**src/rtl/mipsCore_macros.svh**
```systemverilog
`ifndef MIPSCORE_MACROS_SVH
`define MIPSCORE_MACROS_SVH

// Instruction memory, 32-bit words
`define IMEM_WORDS 256
`define IMEM_AW    8     // Word index width of program port

// Data memory, 32-bit words
`define DMEM_WORDS 256
`define DMEM_AW    8

// IO window: address bits 31..10 all ones
`define IO_BASE    22'h3F_FFFF

// Word offsets inside the IO window
`define IO_SWITCH_OFS 8'd0
`define IO_LED_OFS    8'd1

`endif

```
**src/rtl/mipsPkg.sv**
```systemverilog
`default_nettype none

package mipsPkg;

    // Primary opcode field, instr[31:26]
    typedef enum logic [5:0] {
        OP_RTYPE = 6'h00,
        OP_J     = 6'h02,
        OP_BEQ   = 6'h04,
        OP_ADDI  = 6'h08,
        OP_LW    = 6'h23,
        OP_SW    = 6'h2B
    } opcodeE;

    // Function field of R-type, instr[5:0]
    typedef enum logic [5:0] {
        FN_ADD = 6'h20,
        FN_SUB = 6'h22,
        FN_AND = 6'h24,
        FN_OR  = 6'h25,
        FN_SLT = 6'h2A
    } functE;

    // Final ALU operation, resolved in decode
    typedef enum logic [2:0] {
        ALU_ADD = 3'd0,
        ALU_SUB = 3'd1,
        ALU_AND = 3'd2,
        ALU_OR  = 3'd3,
        ALU_SLT = 3'd4
    } aluOpE;

    typedef struct packed {
        logic  regDst;    // Write rd instead of rt
        logic  aluSrc;    // Immediate as operand B
        logic  memToReg;
        logic  regWrite;
        logic  memWrite;
        logic  branch;
        logic  jump;
        aluOpE aluOp;
    } ctrlT;

endpackage

`default_nettype wire

```
**src/rtl/decodeIf.sv**
```systemverilog
`timescale 1ns/100ps
`default_nettype none

interface decodeIf import mipsPkg::*; ();

    logic [31:0] rsData;
    logic [31:0] rtData;
    logic [31:0] immExt;    // Sign extended immediate
    logic [31:0] pcPlus4;
    ctrlT        ctrl;

    modport source (output rsData, rtData, immExt, pcPlus4, ctrl);

    modport sink (input rsData, rtData, immExt, pcPlus4, ctrl);

endinterface

`default_nettype wire

```
**src/rtl/decodeStage.sv**
```systemverilog
`timescale 1ns/100ps
`default_nettype none

module decodeStage import mipsPkg::*; (
    input  logic        clk,
    input  logic        rst_n,
    input  logic        run_i,
    input  logic [31:0] instr_i,
    input  logic [31:0] pcPlus4_i,
    input  logic [31:0] wbData_i,
    decodeIf.source     decOut
);

    logic [4:0]  rsAddr;
    logic [4:0]  rtAddr;
    logic [4:0]  rdAddr;
    logic [4:0]  destAddr;
    logic        regWe;
    opcodeE      opcode;
    functE       funct;
    ctrlT        ctrl;
    logic [31:0] regs [32];

    assign rsAddr = instr_i[25:21];
    assign rtAddr = instr_i[20:16];
    assign rdAddr = instr_i[15:11];
    assign opcode = opcodeE'(instr_i[31:26]);
    assign funct  = functE'(instr_i[5:0]);

    ////////////////////////////////////////
    // Main control
    ////////////////////////////////////////

    always_comb begin
        ctrl       = '0;
        ctrl.aluOp = ALU_ADD;
        case (opcode)
            OP_RTYPE: begin
                ctrl.regDst   = 1'b1;
                ctrl.regWrite = 1'b1;
                case (funct)
                    FN_ADD:  ctrl.aluOp = ALU_ADD;
                    FN_SUB:  ctrl.aluOp = ALU_SUB;
                    FN_AND:  ctrl.aluOp = ALU_AND;
                    FN_OR:   ctrl.aluOp = ALU_OR;
                    FN_SLT:  ctrl.aluOp = ALU_SLT;
                    default: ctrl.regWrite = 1'b0;   // Unsupported funct acts as nop
                endcase
            end
            OP_ADDI: begin
                ctrl.aluSrc   = 1'b1;
                ctrl.regWrite = 1'b1;
            end
            OP_LW: begin
                ctrl.aluSrc   = 1'b1;
                ctrl.memToReg = 1'b1;
                ctrl.regWrite = 1'b1;
            end
            OP_SW: begin
                ctrl.aluSrc   = 1'b1;
                ctrl.memWrite = 1'b1;
            end
            OP_BEQ: begin
                ctrl.branch = 1'b1;
                ctrl.aluOp  = ALU_SUB;   // Zero flag on equal
            end
            OP_J:    ctrl.jump = 1'b1;
            default: ;   // Unknown opcode acts as nop
        endcase
    end

    ////////////////////////////////////////
    // Register file
    ////////////////////////////////////////

    assign destAddr = ctrl.regDst ? rdAddr : rtAddr;
    // No writes while halted or in reset, r0 stays zero
    assign regWe    = ctrl.regWrite && run_i && rst_n && (destAddr != 5'd0);

    always_ff @(posedge clk) begin
        if (regWe) begin
            regs[destAddr] <= wbData_i;
        end
    end

    assign decOut.rsData  = (rsAddr == 5'd0) ? 32'd0 : regs[rsAddr];
    assign decOut.rtData  = (rtAddr == 5'd0) ? 32'd0 : regs[rtAddr];
    assign decOut.immExt  = {{16{instr_i[15]}}, instr_i[15:0]};
    assign decOut.pcPlus4 = pcPlus4_i;
    assign decOut.ctrl    = ctrl;

endmodule

`default_nettype wire

```
**src/flat_wrapper.sv**
```systemverilog
// flat-port wrapper written by rule: the top's interface ports become plain ports
module decodeStage_flat import mipsPkg::*;
  (clk, rst_n, run_i, instr_i, pcPlus4_i, wbData_i, decOut_rsData, decOut_rtData, decOut_immExt, decOut_pcPlus4, decOut_ctrl);
  decodeIf decOut_i ();
  input  logic clk;
  input  logic rst_n;
  input  logic run_i;
  input  logic [31:0] instr_i;
  input  logic [31:0] pcPlus4_i;
  input  logic [31:0] wbData_i;
  output wire logic [$bits(decOut_i.rsData)-1:0] decOut_rsData;
  output wire logic [$bits(decOut_i.rtData)-1:0] decOut_rtData;
  output wire logic [$bits(decOut_i.immExt)-1:0] decOut_immExt;
  output wire logic [$bits(decOut_i.pcPlus4)-1:0] decOut_pcPlus4;
  output wire logic [$bits(decOut_i.ctrl)-1:0] decOut_ctrl;
  assign decOut_rsData = decOut_i.rsData;
  assign decOut_rtData = decOut_i.rtData;
  assign decOut_immExt = decOut_i.immExt;
  assign decOut_pcPlus4 = decOut_i.pcPlus4;
  assign decOut_ctrl = decOut_i.ctrl;
  decodeStage u_core (.clk(clk), .rst_n(rst_n), .run_i(run_i), .instr_i(instr_i), .pcPlus4_i(pcPlus4_i), .wbData_i(wbData_i), .decOut(decOut_i));
endmodule
```
**config.mk**
```make
export PLATFORM = sky130hd
export DESIGN_NAME = decodeStage_flat
export DESIGN_NICKNAME = d
export VERILOG_FILES = /design/src/rtl/mipsCore_macros.svh /design/src/rtl/mipsPkg.sv /design/src/rtl/decodeIf.sv /design/src/rtl/decodeStage.sv /design/src/flat_wrapper.sv
export SDC_FILE = /design/constraint.sdc
export NUM_CORES = 1
export LEC_CHECK = 0
export ABC_CLOCK_PERIOD_IN_PS = 8690
export BUFFER_PORTS_ARGS = -buffer_cell sky130_fd_sc_hd__buf_4
export CORE_ASPECT_RATIO = 1.2
export CORE_MARGIN = 2
export CORE_UTILIZATION = 52
export CTS_CLUSTER_SIZE = 30
export DETAILED_ROUTE_END_ITERATION = 12
export PLACE_DENSITY = 0.68
export SYNTH_ARGS = -nofsm -noshare
export SYNTH_HDL_FRONTEND = slang
export SYNTH_SLANG_ARGS = --single-unit
```
**constraint.sdc**
```tcl
create_clock -name clk -period 8.69 [get_ports clk]
set_input_delay 1.738 -clock clk [delete_from_list [all_inputs] [get_ports clk]]
set_output_delay 1.738 -clock clk [all_outputs]
set_load 0.02 [all_outputs]
```
; Word level (Yosys, flattened, before mapping)
; Memory sizes are Yosys's and may differ from the RTL's.
; Index checks and enable logic that the tools add are counted.
; W data, S select, Z words.
[totals]
ff_bits = 0
mem_bits_rw = 1024
out_inout_bits = 138
wordCells = 36
memories = 1
[op_classes]
eq_ne = 10
mux = 15
reduce_logical = 10
[mem_list]
columns = name, depth, word_bits, rd, rd_clocked_by_memory_dff, write_ports, line
row1 = u_core.regs, 32, 32, 2, 0, 1, decodeStage.sv:22  ; logic [31:0] regs [32];
[ops]
columns = operator, n
row1 = $mux W32, 2
row2 = $eq A6 B6 Y1 const B, 7
row3 = $pmux W3 S4, 1
row4 = $logic_not A5 Y1, 2
row5 = $mux W1, 9
row6 = $eq A6 B2 Y1 const B, 1
row7 = $eq A6 B3 Y1 const B, 1
row8 = $eq A6 B4 Y1 const B, 1
row9 = $logic_not A6 Y1, 1
row10 = $pmux W3 S2, 1
row11 = $mux W5, 1
row12 = $reduce_bool A5 Y1, 1
row13 = $reduce_or A5 Y1, 1
row14 = $logic_and A1 B1 Y1, 3
row15 = $reduce_or A3 Y1, 1
row16 = $pmux W1 S2, 1
row17 = $reduce_or A2 Y1, 1

; Depth between registers and ports, before layout
[logic_depth]
depth_word = 9
depth_mapped = 9
ltp_nobuf = 5

; Worst setup path after synthesis
; Ideal clock, no wire load.
[synth_path]
kind = input to register
start = input instr_i[28]
end = memory u_core.regs[19][0], enable pin
setup_ps = 502
t_arrival_ps = 6308
t_required_ps = 8188
path_slack_ps = 1880
stages = 5
path_cell_list = or4_4 -> or4b_4 -> a2bb2oi_2 -> buf_6 -> nor4_1
[synth_between]
elab_chain_len = 8
elab_cells_between_ends = 13
cone_classes = 2 x eq/ne / 5 x mux / 6 x reduce/logical
[synth_rtl]
columns = element, line
row1 = from (decl), flat_wrapper.sv:8  ; input logic [31:0] instr_i;
row2 = $eq A6 B4 Y1 or $eq A6 B6 Y1 (tied branches), decodeStage.sv:37  ; case (opcode)
row3 = $reduce_or A2 Y1 (no line), -
row4 = $pmux W1 S2, decodeStage.sv:37
row5 = $logic_and A1 B1 Y1 (3 in series), decodeStage.sv:78  ; assign regWe = ctrl.regWrite && run_i && rst_n && (destAddr != 5'd0);
row6 = $mux W1, decodeStage.sv:81  ; if (regWe) begin
row7 = $mux W1 (not written as such), decodeStage.sv:82  ; regs[destAddr] <= wbData_i;
row8 = to (decl), decodeStage.sv:22
; Several ways; a longest one is shown, not always the timed one.

; Worst setup path after layout
[layout_path]
start = input instr_i[18]
end = output decOut_rtData[15]
[layout_between]
elab_chain_len = 2
elab_cells_between_ends = 3
cone_classes = 1 x mux / 1 x reduce/logical / 1 x memory
[layout_rtl]
columns = element, line
row1 = $mem_v2 Z32 W32 or $logic_not A5 Y1 (tied branches), -
row2 = $mux W32 *, decodeStage.sv:87  ; assign decOut.rtData = (rtAddr == 5'd0) ? 32'd0 : regs[rtAddr];
row3 = to (decl), flat_wrapper.sv:12  ; output wire logic [$bits(decOut_i.rtData)-1:0] decOut_rtData;
; Every way passes the cells marked *; elsewhere a longest branch is shown, timed or not.

==> flow_summary_export.csv <==
group,metric,value,unit
setup_path,start_kind,"input port",
pwr,p_switching,2.50,mW
setup_path,slowest_stage,"buf_4",
floorplan,core_area,0.0919,mm2
detailed_routing,firstDrtPassIters,6,
yosys,syn_inst,2449,
detailed_routing,routed_wl,147000,um
finish,final_common_cell,"edfxtp_1",
yosys,synth_area,0.0481,mm2
timing,slew-limit-headroom,12.6,%
global_route,grt_first_pass_wirelength,207000,um
floorplan,ios,237,
floorplan,num_rows,122,
pwr,power.internal,8.36,mW
status,outcome,"complete, no violations",
yosys,ys_warn_count,0,
pwr,powerDensity,201,mW/mm2
setup_path,cp_data_required_time,6.95,ns
floorplan,die_w,282,um
timing,hold_viol,0,
cts,cts_buffers,100,
pwr,p_leak,17.3,nW
timing,worstMarginPinSlew,1.31,ns
pwr,ir_drop,0.175,mV
finish,largest-register,"u_core.regs",
finish,drive_gt1_share,37.2,%
pwr,comb_power_share,9.1,%
timing,period_share,76.7,%
detailed_routing,drt_iter0_markers,3798,
setup_path,cp_max_fo,70,
setup_path,crit_top_cell,"buf_4",
placed_design,place_hpwl,84000,um
setup_path,crit_type,"in -> out",
placed_design,gp_congestion,0.846,
yosys,ys.flop_type,"edfxtp_1",
detailed_routing,route.detailed.drc,0,
yosys,ys_seq_area_share,63.9,%
yosys,synth-edff-count,1024,
setup_path,worstPathCellList,"buf_8 > buf_4 > mux4_2 > mux2_2 > a21oi_1 > a221oi_1 > buf_4",
cts,root_buffer,"clkbuf_16",
cts,numClockSinks,1024,
yosys,synth-seq-cells,1024,
floorplan,start_util,52.3,%
cts,cts_hold_buf,0,
setup_path,critPathLaunch,"instr_i[18]",
min_path,min-delay-path-class,"in -> reg",
timing,rsz0062_at_grt,"false",
global_route,gr-total-overflow,0,
yosys,avgSynthCellArea,19.6,um2
finish,largest_reg_flops,1024,
timing,max_freq,150,MHz
cts,cts_tree,"built",
setup_path,critPathBufInv,3,
yosys,yosys-top-cells-area,"edfxtp_1, mux4_2, mux2i_1",
detailed_routing,vias,28100,
finish,mostFrequentLayoutCells,"edfxtp_1, mux4_2, buf_4",
timing,maxSlewViolCount,0,
setup_path,slowest_delay,0.93,ns
placed_design,port_buffers,162,
timing,finalSetupViolCount,0,
cts,postCtsSetupRepairBufs,0,
pwr,p_seq_share,50.2,%
floorplan,die_area,0.0950,mm2
global_route,grtUsageTotal,31.3,%
cts,cts_resized,0,
setup_path,cp.arrival,4.93,ns
detailed_routing,wire_per_inst,37.7,um
finish,fin_util,58.7,%
cts,path_clk_slew,0.06,ns
cts,htreeDepth,3,
setup_path,path_delay_family,"buffers and inverters",
timing,fin_setup_tns,0,ns
pwr,p_clk_share,40.7,%
min_path,min_from,"wbData_i[31]",
finish,area_growth,12.2,%
setup_path,end_kind,"output port",
global_route,first_global_vias,28800,
yosys,synth_top_area_cell,"edfxtp_1",
cts,clockBufferDepth,3,
yosys,synth_largest_type_area_fraction,63.9,%
yosys,yosys.cell_types.count,45,
pwr,p_sw_share,23.0,%
detailed_routing,vias_per_cell,7.20,
detailed_routing,detail-route-antenna-nets,0,
timing,layout_min_cycle_time,6.67,ns
job,maxCapViolations,0,
yosys,async_reset_ff_share,0,%
finish,finalNetCount,2671,
global_route,antenna_found_initial,5,
floorplan,die_h,337,um
finish,reg.largest.list,"u_core.regs: 1024 flops",
global_route,grt_max_degree,127,
-- worst paths after layout --
path	end	cells after the start	slack, ns
worst max-delay path	decOut_rtData[15]	7	2.02
worst min-delay path	u_core.regs[15][31]	1	1.46
-- power by group through the flow --
| stage | Clock, mW | Combinational (mW) | Sequential [mW] |
|---|---|---|---|
| floorplan | 0 | 0.613 | 5.56 |
| global placement | 0 | 0.965 | 5.56 |
| detailed placement | 0 | 0.978 | 5.56 |
| CTS | 4.45 | 0.981 | 5.45 |
| global route | 4.64 | 1.03 | 5.45 |
| finish | 4.42 | 0.983 | 5.45 |
-- Yosys cell counts, types with 2 or more instances --
master,n
mux2_2,56
nand3_1,2
a21oi_1,26
nor2_1,13
nor4b_1,2
nor4_1,38
edfxtp_1,1024
nand2b_1,5
buf_1,13
buf_4,69
a31oi_1,36
and2_1,2
nand2_1,73
a22o_1,24
a311oi_1,8
and3_1,7
a22oi_1,40
o2111ai_1,27
clkbuf_1,109
a221oi_1,37
mux4_2,472
nor3b_1,3
mux2i_1,172
a221o_1,32
inv_1,9
nor3_1,6
buf_2,69
buf_6,3
nor2b_1,6
a41oi_1,4
or2_2,2
o21ai_0,47
-- metal layers --
layer | vias to the layer above | wire [um] | GRT usage, %
met4 | 6 | 7310 | 14.5
li1 | 10800 | - | -
met3 | 446 | 15000 | 6.35
met5 | - | 36 | 0
met1 | 14900 | 51400 | 40.3
met2 | 1874 | 73200 | 51.6
-- cell families after synthesis --
logic type	Yosys count	synth area share, %
AOI/OAI and AO/OA	285	4.42
buffers and inverters	273	2.90
DFF	1024	63.9
muxes	700	27.0
other	1	0.00780
and+or+nand+nor	166	1.76
-- stage by stage --
stage          cells  total power [mW]  hold WS (ns)  setup slack (ns)  instance area [um2]
5_1_grt         3898              11.1          1.46              1.81                54000
2_1_floorplan   2480              6.17          1.84              1.88                48200
3_5_place_dp    3710              6.54          2.16              2.09                50700
6_report        3900              10.9          1.46              2.02                54000
4_1_cts         3898              10.9          1.44              2.08                54000
3_3_place_gp    3710              6.52          2.15              2.12                50700
-- area by class of cell --
cell class | count | area, um2
Clock inverter | 69 | 703
Inverter | 10 | 42.5
Timing Repair Buffer | 253 | 1970
Tap cell | 1240 | 1550
Multi-Input combinational cell | 1183 | 16300
Sequential cell | 1024 | 30700
Fill cell | 6715 | 37900
Antenna cell | 2 | 5.00
Clock buffer | 119 | 2620
No activity file was read; power rests on OpenSTA's default activity.
