==> config.mk <==
export PLATFORM = sky130hd
export DESIGN_NAME = executeStage_flat
export DESIGN_NICKNAME = d
export VERILOG_FILES = /design/src/rtl/mipsCore_macros.svh /design/src/rtl/mipsPkg.sv /design/src/rtl/decodeIf.sv /design/src/rtl/executeStage.sv /design/src/flat_wrapper.sv
export SDC_FILE = /design/constraint.sdc
export NUM_CORES = 1
export LEC_CHECK = 0
export ABC_AREA = 1
export BUFFER_PORTS_ARGS = -buffer_cell sky130_fd_sc_hd__clkbuf_2
export CORE_AREA = 2 2 172 174
export DETAILED_ROUTE_END_ITERATION = 10
export DIE_AREA = 0 0 174 176
export PLACE_DENSITY = 0.48
export RECOVER_POWER = 100
export SLEW_MARGIN = 20
export SYNTH_ARGS = -nofsm -noshare
export SYNTH_HDL_FRONTEND = slang
export SYNTH_SLANG_ARGS = --single-unit
==> constraint.sdc <==
create_clock -name vclk -period 2.8
set_clock_uncertainty 0.1 [all_clocks]
set_input_delay 0.14 -clock vclk [all_inputs]
set_output_delay 0.14 -clock vclk [all_outputs]
set_load 0.05 [all_outputs]
==> src/rtl/mipsCore_macros.svh <==
`ifndef MIPSCORE_MACROS_SVH
`define MIPSCORE_MACROS_SVH

// Instruction memory, 32-bit words
`define IMEM_WORDS 256
`define IMEM_AW    8     // Word index width of program port

// Data memory, 32-bit words
`define DMEM_WORDS 256
`define DMEM_AW    8

// IO window: address bits 31..10 all ones
`define IO_BASE    22'h3F_FFFF

// Word offsets inside the IO window
`define IO_SWITCH_OFS 8'd0
`define IO_LED_OFS    8'd1

`endif

==> src/rtl/mipsPkg.sv <==
`default_nettype none

package mipsPkg;

    // Primary opcode field, instr[31:26]
    typedef enum logic [5:0] {
        OP_RTYPE = 6'h00,
        OP_J     = 6'h02,
        OP_BEQ   = 6'h04,
        OP_ADDI  = 6'h08,
        OP_LW    = 6'h23,
        OP_SW    = 6'h2B
    } opcodeE;

    // Function field of R-type, instr[5:0]
    typedef enum logic [5:0] {
        FN_ADD = 6'h20,
        FN_SUB = 6'h22,
        FN_AND = 6'h24,
        FN_OR  = 6'h25,
        FN_SLT = 6'h2A
    } functE;

    // Final ALU operation, resolved in decode
    typedef enum logic [2:0] {
        ALU_ADD = 3'd0,
        ALU_SUB = 3'd1,
        ALU_AND = 3'd2,
        ALU_OR  = 3'd3,
        ALU_SLT = 3'd4
    } aluOpE;

    typedef struct packed {
        logic  regDst;    // Write rd instead of rt
        logic  aluSrc;    // Immediate as operand B
        logic  memToReg;
        logic  regWrite;
        logic  memWrite;
        logic  branch;
        logic  jump;
        aluOpE aluOp;
    } ctrlT;

endpackage

`default_nettype wire

==> src/rtl/decodeIf.sv <==
`timescale 1ns/100ps
`default_nettype none

interface decodeIf import mipsPkg::*; ();

    logic [31:0] rsData;
    logic [31:0] rtData;
    logic [31:0] immExt;    // Sign extended immediate
    logic [31:0] pcPlus4;
    ctrlT        ctrl;

    modport source (output rsData, rtData, immExt, pcPlus4, ctrl);

    modport sink (input rsData, rtData, immExt, pcPlus4, ctrl);

endinterface

`default_nettype wire

==> src/rtl/executeStage.sv <==
`timescale 1ns/100ps
`default_nettype none

module executeStage import mipsPkg::*; (
    decodeIf.sink       decIn,
    output logic [31:0] aluResult_o,
    output logic        aluZero_o,
    output logic [31:0] branchTarget_o
);

    logic [31:0] opA;
    logic [31:0] opB;

    assign opA = decIn.rsData;
    assign opB = decIn.ctrl.aluSrc ? decIn.immExt : decIn.rtData;

    ////////////////////////////////////////
    // ALU
    ////////////////////////////////////////

    always_comb begin
        case (decIn.ctrl.aluOp)
            ALU_ADD: aluResult_o = opA + opB;
            ALU_SUB: aluResult_o = opA - opB;
            ALU_AND: aluResult_o = opA & opB;
            ALU_OR:  aluResult_o = opA | opB;
            ALU_SLT: aluResult_o = {31'd0, $signed(opA) < $signed(opB)};
            default: aluResult_o = 32'd0;
        endcase
    end

    assign aluZero_o = (aluResult_o == 32'd0);

    // Branch offset counts words relative to PC+4
    assign branchTarget_o = decIn.pcPlus4 + {decIn.immExt[29:0], 2'b00};

endmodule

`default_nettype wire

==> src/flat_wrapper.sv <==
// flat-port wrapper written by rule: the top's interface ports become plain ports
module executeStage_flat import mipsPkg::*;
  (aluResult_o, aluZero_o, branchTarget_o, decIn_rsData, decIn_rtData, decIn_immExt, decIn_pcPlus4, decIn_ctrl);
  decodeIf decIn_i ();
  output logic [31:0] aluResult_o;
  output logic aluZero_o;
  output logic [31:0] branchTarget_o;
  input wire logic [$bits(decIn_i.rsData)-1:0] decIn_rsData;
  input wire logic [$bits(decIn_i.rtData)-1:0] decIn_rtData;
  input wire logic [$bits(decIn_i.immExt)-1:0] decIn_immExt;
  input wire logic [$bits(decIn_i.pcPlus4)-1:0] decIn_pcPlus4;
  input wire logic [$bits(decIn_i.ctrl)-1:0] decIn_ctrl;
  assign decIn_i.rsData = decIn_rsData;
  assign decIn_i.rtData = decIn_rtData;
  assign decIn_i.immExt = decIn_immExt;
  assign decIn_i.pcPlus4 = decIn_pcPlus4;
  assign decIn_i.ctrl = decIn_ctrl;
  executeStage u_core (.decIn(decIn_i), .aluResult_o(aluResult_o), .aluZero_o(aluZero_o), .branchTarget_o(branchTarget_o));
endmodule
# Word level (Yosys, flattened, before mapping)
# Cells that the tools add are included.
[totals]
register_bits = 0
inputBits = 138
out_inout_bits = 65
elab_cells = 14
[classes]
addsub = 3
n_lt_le_gt_ge = 1
n_eq_ne = 4
mux = 2
bitwise_logic = 2
n_reduce_logical = 2
[ops]
columns = ["operator", "count"]
rows = [
  ["one-hot mux 32 bit (5 select lines)", 1],
  ["adder 32 bit", 2],
  ["AND 32 bit", 1],
  ["zero test 32 bit", 1],
  ["< comparator 32 bit", 1],
  ["2-to-1 mux 32 bit", 1],
  ["bitwise OR 32 bit", 1],
  ["subtractor 32 bit", 1],
  ["== test 3 x 2 -> 1 bit, second input constant", 2],
  ["== test 3 x 1 -> 1 bit, second input constant", 1],
  ["== test 3 bit, second input constant", 1],
  ["zero test 3 bit", 1],
]

# Longest topological paths before layout
# Gate-level depths: netlist of run 1.
[depth]
word_depth = 4
mapped_depth = 24
depth_no_buf = 23

# Worst setup path after synthesis of run 1
# OpenSTA, ideal clock, no wires.
[synth_timing]
kind = "input to output"
startpoint = "in decIn_ctrl[8]"
endpoint = "out aluZero_o"
arrival_time_ns = 3.668
required_time_ns = 2.560
slack_ns = -1.108
path_stages = 21
path_buffers = 2
cell_sequence = "clkbuf_1 > clkbuf_1 > nand2_1 > o21ai_0 > inv_1 > ha_1 > fa_1 > nand2_1 > nand2_1 > and2_1 > nand2_1 > nand3b_1 > nand2_1 > nand4_1 > nand3_1 > nand3_1 > nor2_1 > nand2_1 > nor2_1 > nand2_1 > nor2_1"
[synth_between]
elab_chain_len = 4
elab_cells_between_ends = 8
cone_classes = "add/sub: 2; order compare: 1; mux: 2; bitwise: 2; reduce/logical: 1"
[synth_rtl]
columns = ["element", "line_no", "text"]
rows = [
  ["start: declaration", "flat_wrapper.sv:12", "input wire logic [$bits(decIn_i.ctrl)-1:0] decIn_ctrl;"],
  ["2-to-1 mux 32 bit (*)", "executeStage.sv:15", "assign opB = decIn.ctrl.aluSrc ? decIn.immExt : decIn.rtData;"],
  ["subtractor 32 bit (tied with other cells)", "executeStage.sv:24", "ALU_SUB: aluResult_o = opA - opB;"],
  ["one-hot mux 32 bit (5 select lines) (*)", "executeStage.sv:22", "case (decIn.ctrl.aluOp)"],
  ["via aluResult_o[28]", "flat_wrapper.sv:5", "output logic [31:0] aluResult_o;"],
  ["zero test 32 bit (*)", "executeStage.sv:32", "assign aluZero_o = (aluResult_o == 32'd0);"],
  ["end: declaration", "flat_wrapper.sv:6", "output logic aluZero_o;"],
]
# Mark *: on every way through the listed nets, which the timed path passes. The rest lies on a longest branch.

# Final worst setup path of run 1
[layout_timing]
startpoint = "in decIn_ctrl[8]"
endpoint = "out aluZero_o"
[layout_between]
elab_chain_len = 4
elab_cells_between_ends = 8
cone_classes = "add/sub: 2; order compare: 1; mux: 2; bitwise: 2; reduce/logical: 1"
[layout_rtl]
columns = ["element", "line_no"]
rows = [
  ["2-to-1 mux 32 bit (*)", "executeStage.sv:15"],
  ["subtractor 32 bit (tied with other cells)", "executeStage.sv:24"],
  ["one-hot mux 32 bit (5 select lines) (*)", "executeStage.sv:22"],
  ["zero test 32 bit (*)", "executeStage.sv:32"],
]
# Every way passes the cells marked *; elsewhere a longest branch is shown, timed or not.

==> reports/metrics.cfg, run 1 <==
[layout]
syn2layout_area_growth_pct=77.70
num_antenna_cells=0
seq_cell_count=0
ff_latch_area_um2=0
final_nets=2494
fillers=3060
multi_input_area_um2=8767
clockBufferCount=0
drive_gt1_share_pct=41.85
fin_area_um2=15130
post-route-util_pct=53.02

[drt]
drtPass1Iterations=5
wl_met2_mm=18.50
maxUsedRoutingLayer=met4
remaining_drc_errors=0
postRouteAntennaNets=0
vias_per_cell=4.693
wl_met1_mm=18.14
met3WireLength_mm=3.177
routed_wl_mm=40.37
drtIter0Drc=736
wl_per_cell_um=15.57
vias=12165

[worst_hold_path]
hold_path_class=in2out
hold_depth=0
hold_start=decIn_pcPlus4[0]

[logic_synthesis]
ys_top_cells_by_area=nand2_1, ha_1, inv_1
synthCells=1678
synth_compound_area_share_pct=12.85
synthSimpleGateAreaFrac_pct=43.62
synth.top_cell.area_share_pct=24.02
synthAdderAreaFrac_pct=21.71
synth.cell_area_um2=8517
yosysMostFrequentCell=nand2_1
yosys-mux-area-fraction_pct=0
synth_area_leader_cell=nand2_1
synth_xor_area_share_pct=3.188
ys_warn_count=0
synth.distinct_cells=40
syn_avg_cell_area_um2=5.076
ys_seq_area_share_pct=0
synth_nets=1962
synth_top_family_by_area=simple AND/OR/NAND/NOR gates
synth_common_cells=nand2_1, inv_1, ha_1, nand3_1, nor2_1

[cts]
cts_hold_buffers=0

[power_and_ir_drop]
combPwrFrac_pct=100.0
sw_frac_of_total_pct=58.46
p_int_mw=1.813
p_clk_share_pct=0
p_per_area_nw_per_um2=288.4
p_seq_share_pct=0
p_leak_nw=8.492
power.net_switching_mw=2.551
ir_worst_vdd_uv=322.6

[floorplan]
fp.dieW_um=174
dieArea_um2=30620
ioPinCount=203
core_area_um2=28550
rows=62
die_h_um=176
initial_core_util_pct=29.83

[outcome]
status=complete, but fails checks
violations=setup timing

[global_routing]
grt_max_degree=33
grt.total_usage_pct=24.89
overflow=0
antenna_found_initial=0
grt_pass1_wl_mm=60.75
grt_pass1_vias=11592

[placement]
portBuffers=193
place_congestion=0.9662
pre_cts_slack_ps=-697.9
dpl_cell_area_um2=13170
place_hpwl_mm=34.07

[timing]
setup_slack_ps=-408.0
timing.hold.ws_ps=180.0
fmax_mhz=311.7
fin_crit_sh_pct=114.6
finalHoldViolCount=0
tightest_slew_ps=608.3
slew_viol_final=0
slew_headroom_pct=59.62
setup_violations=5
min_period_ps=3208
rsz0062_at_grt=true

[critical_path]
endpoint_kind=primary output
crit_start=decIn_ctrl[8]
critPathKind=in2out
cp-start-kind=input pin
cp.required_ps=2560
arrival_ps=2970
path_max_fanout=8

[job]
cap_viol_max_count=0

[cells by family (layout without fill, tap and decap cells)]
family,count (synthesis),count (layout)
fa+ha+maj,146,146
buf+inv,409,939
simple gates,892,892
compound gates,200,200
xor+xnor,31,31
[placed cells by master (no fill, tap or decap), types with 10 or more instances in the layout]
master and count:
a21oi_1 76, a21oi_2 22, buf_12 30, buf_4 347
buf_6 26, clkbuf_1 15, clkbuf_2 138, ha_1 103
ha_4 33, inv_1 338, inv_2 27, nand2_1 449
nand2_2 91, nand3_1 93, nand3_2 35, nand3_4 18
nand4_1 21, nor2_1 92, nor2_2 38, nor2_4 23
nor3_2 10, o21ai_0 26, o21ai_1 11, o21ai_2 12
o21ai_4 19, xnor2_1 10, xor2_1 19
[what timing repair did]
action                     4_1_cts  5_1_grt
gates cloned                     3        4
buffers inserted                10       22
setup endpoints to repair       31       41
gates resized for setup        146      305
pin swaps                       16       92
[final timing paths]
kind / to / slack (ps)
setup / recovery: aluZero_o / -410
hold / removal: branchTarget_o[0] / 180
[critical path, cell delays in order]
cell and delay, ps:
clkbuf_16 140, buf_16 150, o21ai_4 150, inv_2 70
ha_4 160, fa_2 400, nand2_2 110, nand2_4 60
and2_4 140, nand2_2 50, nand3b_1 210, nand2_1 160
nand4_1 100, nand3_2 90, nand3_4 90, nor2_2 110
nand2_1 70, nor2_1 120, nand2_2 110, nor2_4 160
buf_12 150
[metrics by stage]
stage	power, mW	std cells	TNS (ps)
6_report	4.364	2592	-835.4
2_1_floorplan	2.089	1678	-181.7
5_1_grt	4.690	2592	-2565
3_3_place_gp	3.741	2557	-4485
3_5_place_dp	3.752	2557	-5530
4_1_cts	3.973	2570	-1360
[power by group through the flow]
stage	registers, mW	logic [mW]	clock network (mW)
after global placement	0	3.74	0
after detailed placement	0	3.75	0
after global routing	0	4.69	0
final	0	4.36	0
after floorplan	0	2.09	0
after CTS	0	3.97	0
[area by class of cell]
type | count | share of cell area (%)
repair buffers | 571 | 29.70
multi-input cells | 1269 | 57.93
inverters | 368 | 9.193
well taps | 384 | 3.175
[layer usage]
metal	GRT usage [%]	up-vias
met5	0	-
met4	3.046	0
met3	3.079	36
met2	42.03	408
met1	34.78	5474
li1	-	6247
No activity file was read; power rests on OpenSTA's default activity.
==> run 2, diff against run 1 <==
--- a/config.mk
+++ b/config.mk
@@ -10,7 +10,7 @@
 export CORE_AREA = 2 2 172 174
 export DETAILED_ROUTE_END_ITERATION = 10
 export DIE_AREA = 0 0 174 176
-export PLACE_DENSITY = 0.48
+export PLACE_DENSITY = 0.46
 export RECOVER_POWER = 100
 export SLEW_MARGIN = 20
 export SYNTH_ARGS = -nofsm -noshare
==> constraint.sdc (replaced) <==
create_clock -name vclk -period 3.08
set_clock_uncertainty 0.1 [all_clocks]
set_input_delay 0.154 -clock vclk [all_inputs]
set_output_delay 0.154 -clock vclk [all_outputs]
set_load 0.05 [all_outputs]
==> reports/metrics.cfg, run 2 (synthesized netlist as in run 1, its figures left out) <==
[outcome]
status=complete, but fails checks  ; unchanged
violations=setup timing  ; unchanged

[layout]
syn2layout_area_growth_pct=70.69  ; was 77.70%
ff_latch_area_um2=0  ; unchanged
post-route-util_pct=50.92  ; was 53.02%
num_antenna_cells=0  ; unchanged
final_nets=2476  ; was 2,494
clockBufferCount=0  ; unchanged
final_common_cell=nand2_1  ; unchanged
fillers=3127  ; was 3,060
final_cell_mix=nand2_1, inv_1, buf_4  ; was nand2_1, buf_4, inv_1
drive_gt1_share_pct=38.49  ; was 41.85%
seq_cell_count=0  ; unchanged

[critical_path]
critPathKind=in2out  ; unchanged
cp-start-kind=input pin  ; unchanged
cp_cell_sequence=clkbuf_16 > buf_12 > buf_8 > o21ai_4 > inv_2 > ha_2 > fa_2 > inv_2 > nand2_1 > nand3_2 > nand2_2 > nand2_4 > buf_6 > nand2_1 > nand3_1 > nand2_1 > nand3_2 > nand3_4 > nor2_4 > nand2_1 > nor2_2 > nand2_2 > nor2_4 > buf_12  ; was clkbuf_16 > buf_16 > o21ai_4 > inv_2 > ha_4 > fa_2 > nand2_2 > nand2_4 > and2_4 > nand2_2 > nand3b_1 > nand2_1 > nand4_1 > nand3_2 > nand3_4 > nor2_2 > nand2_1 > nor2_1 > nand2_2 > nor2_4 > buf_12
max_stage_delay_ps=370  ; was 400 ps
endpoint_kind=primary output  ; unchanged
cp_slowest_cell=fa_2  ; unchanged
cp.required_ps=2830  ; was 2560 ps
path_max_fanout=8  ; unchanged
crit_top_cell=nand2_1  ; was nand2_2
arrival_ps=3030  ; was 2970 ps

[floorplan]
rows=62  ; unchanged
ioPinCount=203  ; unchanged
die_h_um=176  ; unchanged
dieArea_um2=30620  ; unchanged
initial_core_util_pct=29.83  ; unchanged
core_area_um2=28550  ; unchanged
fp.dieW_um=174  ; unchanged

[global_routing]
grt_pass1_vias=12085  ; was 11,592
grt_max_degree=33  ; unchanged
grt_pass1_wl_mm=64.27  ; was 60.75 mm
overflow=0  ; unchanged
antenna_found_initial=0  ; unchanged
grt.total_usage_pct=26.80  ; was 24.89%

[timing]
setup_slack_ps=-208.1  ; was -408.0 ps
rsz0062_at_grt=true  ; unchanged
min_period_ps=3288
finalHoldViolCount=0  ; unchanged
setup_violations=2  ; was 5
slew_viol_final=0  ; unchanged
fmax_mhz=304.1
tightest_slew_ps=634.9  ; was 608.3 ps
fin_crit_sh_pct=106.8
slew_headroom_pct=57.85  ; was 59.62%

[placement]
place_hpwl_mm=36.77  ; was 34.07 mm
pre_cts_slack_ps=-798.3  ; was -697.9 ps
portBuffers=193  ; unchanged
place_congestion=0.9803  ; was 0.9662

[drt]
vias=12048  ; was 12,165
vias_per_cell=4.681  ; was 4.693
drtPass1Iterations=5  ; unchanged
wl_per_cell_um=16.39  ; was 15.57 µm
routed_wl_mm=42.19  ; was 40.37 mm
remaining_drc_errors=0  ; unchanged
drtIter0Drc=582  ; was 736
postRouteAntennaNets=0  ; unchanged

[power_and_ir_drop]
ir_worst_vdd_uv=244.1  ; was 322.6 µV
p_leak_nw=8.321  ; was 8.492 nW
p_per_area_nw_per_um2=264.7  ; was 288.4 nW/µm²

[cts]
cts_hold_buffers=0  ; unchanged

[job]
cap_viol_max_count=0  ; unchanged

[worst_hold_path]
hold_path_class=in2out  ; unchanged

[run 2: timing repair]
| item | 4_1_cts | 5_1_grt |
|---|---|---|
| endpoints found under the hold margin | 0 | 0 |
| pin swaps | 50 | 36 |
| endpoints found under the setup margin | 12 | 9 |
| gates resized for setup | 257 | 102 |
| gates cloned | 2 | 1 |
| buffers inserted | 10 | 4 |
[run 2: worst max-delay path: cells and delay by family]
kind	cells	cell delay, ps
buf+inv	7	870
fa+ha+maj	2	550
simple gates	14	1320
compound gates	1	130
[run 2: cell type report]
type                       instances  area [µm²]  share of cell area, %
timing repair buffer             553        4200                  28.89
inverter                         368        1386                  9.536
multi-input combinational       1269        8471                  58.27
tap                              384       480.5                  3.305
[run 2: final timing paths]
check	startpoint	end	cells after the start
worst max-delay path	decIn_ctrl[8]	aluZero_o	24
worst min-delay path	decIn_pcPlus4[0]	branchTarget_o[0]	0
[run 2: power by group]
| part | internal (mW) | switching [mW] |
|---|---|---|
| Sequential | 0 | 0 |
| Combinational | 1.54 | 2.31 |
| Clock | 0 | 0 |
| Total | 1.54 | 2.31 |
[run 2: metrics by stage]
step                      instances  power, mW  area (µm²)  hold slack, ps  TNS (ps)
after floorplan                1678      1.881        8843           375.1         0
after global placement         2558      3.418       13100           208.6     -1752
after CTS                      2570      3.709       14110           208.6    -179.7
after global routing           2574      4.142       14540           208.1    -835.9
final                          2574      3.848       14540           208.0    -313.0
after detailed placement       2558      3.413       13100           208.6     -1619
[run 2: per-layer routing]
metal  up-vias  wire [µm]  global-route usage, %  share of wire [%]
met3        39       2467                  3.962                5.8
met2       323      18860                  44.64                 45
met4         0        900                  5.217                2.1
met5         -          0                      0                  0
met1      5486      19960                  36.83                 47
li1       6200          -                      -                  -
==> run 3, diff against run 2 <==
--- a/config.mk
+++ b/config.mk
@@ -7,9 +7,9 @@
 export LEC_CHECK = 0
 export ABC_AREA = 1
 export BUFFER_PORTS_ARGS = -buffer_cell sky130_fd_sc_hd__clkbuf_2
-export CORE_AREA = 2 2 172 174
+export CORE_AREA = 2 2 198 151
 export DETAILED_ROUTE_END_ITERATION = 10
-export DIE_AREA = 0 0 174 176
+export DIE_AREA = 0 0 200 153
 export PLACE_DENSITY = 0.46
 export RECOVER_POWER = 100
 export SLEW_MARGIN = 20
==> reports/metrics.cfg, run 3 (synthesized netlist as in run 1, its figures left out) <==
[placement]
place_hpwl_mm=35.62  ; was 36.77 mm
portBuffers=193  ; unchanged
dp_cells=2508  ; was 2,558
dpl_cell_area_um2=12620  ; was 13,100 µm²
place_congestion=0.9262  ; was 0.9803
pre_cts_slack_ps=-600.1  ; was -798.3 ps

[floorplan]
dieArea_um2=30600  ; was 30,620 µm²
die_h_um=153  ; was 176 µm
initial_core_util_pct=29.66  ; was 29.83%
core_area_um2=28720  ; was 28,550 µm²
ioPinCount=203  ; unchanged
rows=54  ; was 62
fp.dieW_um=200  ; was 174 µm

[global_routing]
grt_pass1_vias=11247  ; was 12,085
globalRouteMet2Util_pct=38.31  ; was 44.64%
grt_pass1_wl_mm=61.98  ; was 64.27 mm
grt_max_degree=20  ; was 33
grt-busiest-layer=met1  ; was met2
overflow=0  ; unchanged
met1_usage_pct=41.28  ; was 36.83%
antenna_found_initial=3  ; was 0
grt.total_usage_pct=26.14  ; was 26.80%
use_met3_pct=4.148  ; was 3.962%

[power_and_ir_drop]
p_per_area_nw_per_um2=265.8  ; was 264.7 nW/µm²
total_power_mw=3.845  ; was 3.848 mW
ir_worst_vdd_uv=294.7  ; was 244.1 µV
p_leak_nw=8.151  ; was 8.321 nW

[layout]
final_nets=2431  ; was 2,476
clockBufferCount=0  ; unchanged
finalNonFillerCells=2538  ; was 2,574
seq_cell_count=0  ; unchanged
post-route-util_pct=50.37  ; was 50.92%
ff_latch_area_um2=0  ; unchanged
final_cell_mix=nand2_1, inv_1, buf_4  ; unchanged
final_common_cell=nand2_1  ; unchanged
drive_gt1_share_pct=39.21  ; was 38.49%
fin_area_um2=14470  ; was 14,540 µm²
syn2layout_area_growth_pct=69.84  ; was 70.69%

[outcome]
violations=setup timing  ; unchanged
status=complete, but fails checks  ; unchanged

[timing]
timing.hold.ws_ps=208.0  ; about the same
tightest_slew_ps=615.5  ; was 634.9 ps
setup_slack_ps=-62.21  ; was -208.1 ps
slew_headroom_pct=59.14  ; was 57.85%
setup_violations=1  ; was 2
rsz0062_at_grt=true  ; unchanged
slew_viol_final=0  ; unchanged
fin_crit_sh_pct=102.0  ; was 106.8%
fin_tns_setup_ps=-62.21  ; was -313.0 ps
fmax_mhz=318.2  ; was 304.1 MHz
finalHoldViolCount=0  ; unchanged
min_period_ps=3142  ; was 3288 ps

[drt]
routed_wl_mm=41.37  ; was 42.19 mm
vias=11874  ; was 12,048
remaining_drc_errors=0  ; unchanged
drtIter0Drc=801  ; was 582
wl_per_cell_um=16.30  ; was 16.39 µm
vias_per_cell=4.678  ; was 4.681
drtPass1Iterations=5  ; unchanged
postRouteAntennaNets=0  ; unchanged

[critical_path]
cp.required_ps=2830  ; about the same
endpoint_kind=primary output  ; unchanged
critPathKind=in2out  ; unchanged
path_max_fanout=8  ; unchanged
cp-start-kind=input pin  ; unchanged
arrival_ps=2890  ; was 3030 ps

[job]
cap_viol_max_count=0  ; unchanged

[worst_hold_path]
hold_path_class=in2out  ; unchanged

[run 3: what timing repair did]
action                     4_1_cts  5_1_grt
setup endpoints to repair        9        7
buffers inserted                10       13
resized for setup              205      203
gates cloned                     1        5
pin swaps                       29       78
hold buffers                     0        0
[run 3: critical path, cell delays in order]
cell	delay, ps
clkbuf_16	160
clkbuf_16	160
nand2_1	60
o21ai_1	70
buf_4	150
ha_4	330
inv_1	70
nand2_1	60
nand2_1	110
inv_1	110
nand3_2	100
nand2_1	150
nand3_4	120
nand2_1	110
nand3_1	90
nand3_2	100
nand3_4	120
nor2_1	110
nand2_1	60
nor2_1	120
nand2_2	90
nor2_4	120
buf_12	140
[run 3: path summary, 6_finish.rpt]
kind	startpoint	to	cells past startpoint
worst min-delay path	decIn_pcPlus4[1]	branchTarget_o[1]	0
worst max-delay path	decIn_ctrl[8]	aluZero_o	23
[run 3: report_power, final]
part	internal (mW)	switching [mW]	leakage [nW]
registers	0	0	0
clock network	0.0000000434	0	0.00000634
logic	1.53	2.32	8.15
[run 3: cell type report]
class / instances / area [µm²]
fillers: 3049 / 14250
multi-input cells: 1269 / 8726
repair buffers: 508 / 3854
inverters: 368 / 1393
well taps: 392 / 490.5
diodes: 1 / 2.502
[run 3: routing by layer]
layer / vias to the layer above / part of all wire [%]
li1: 6100 / -
met1: 5349 / 51
met2: 405 / 40
met3: 18 / 7.7
met4: 2 / 0.45
met5: - / 0.031
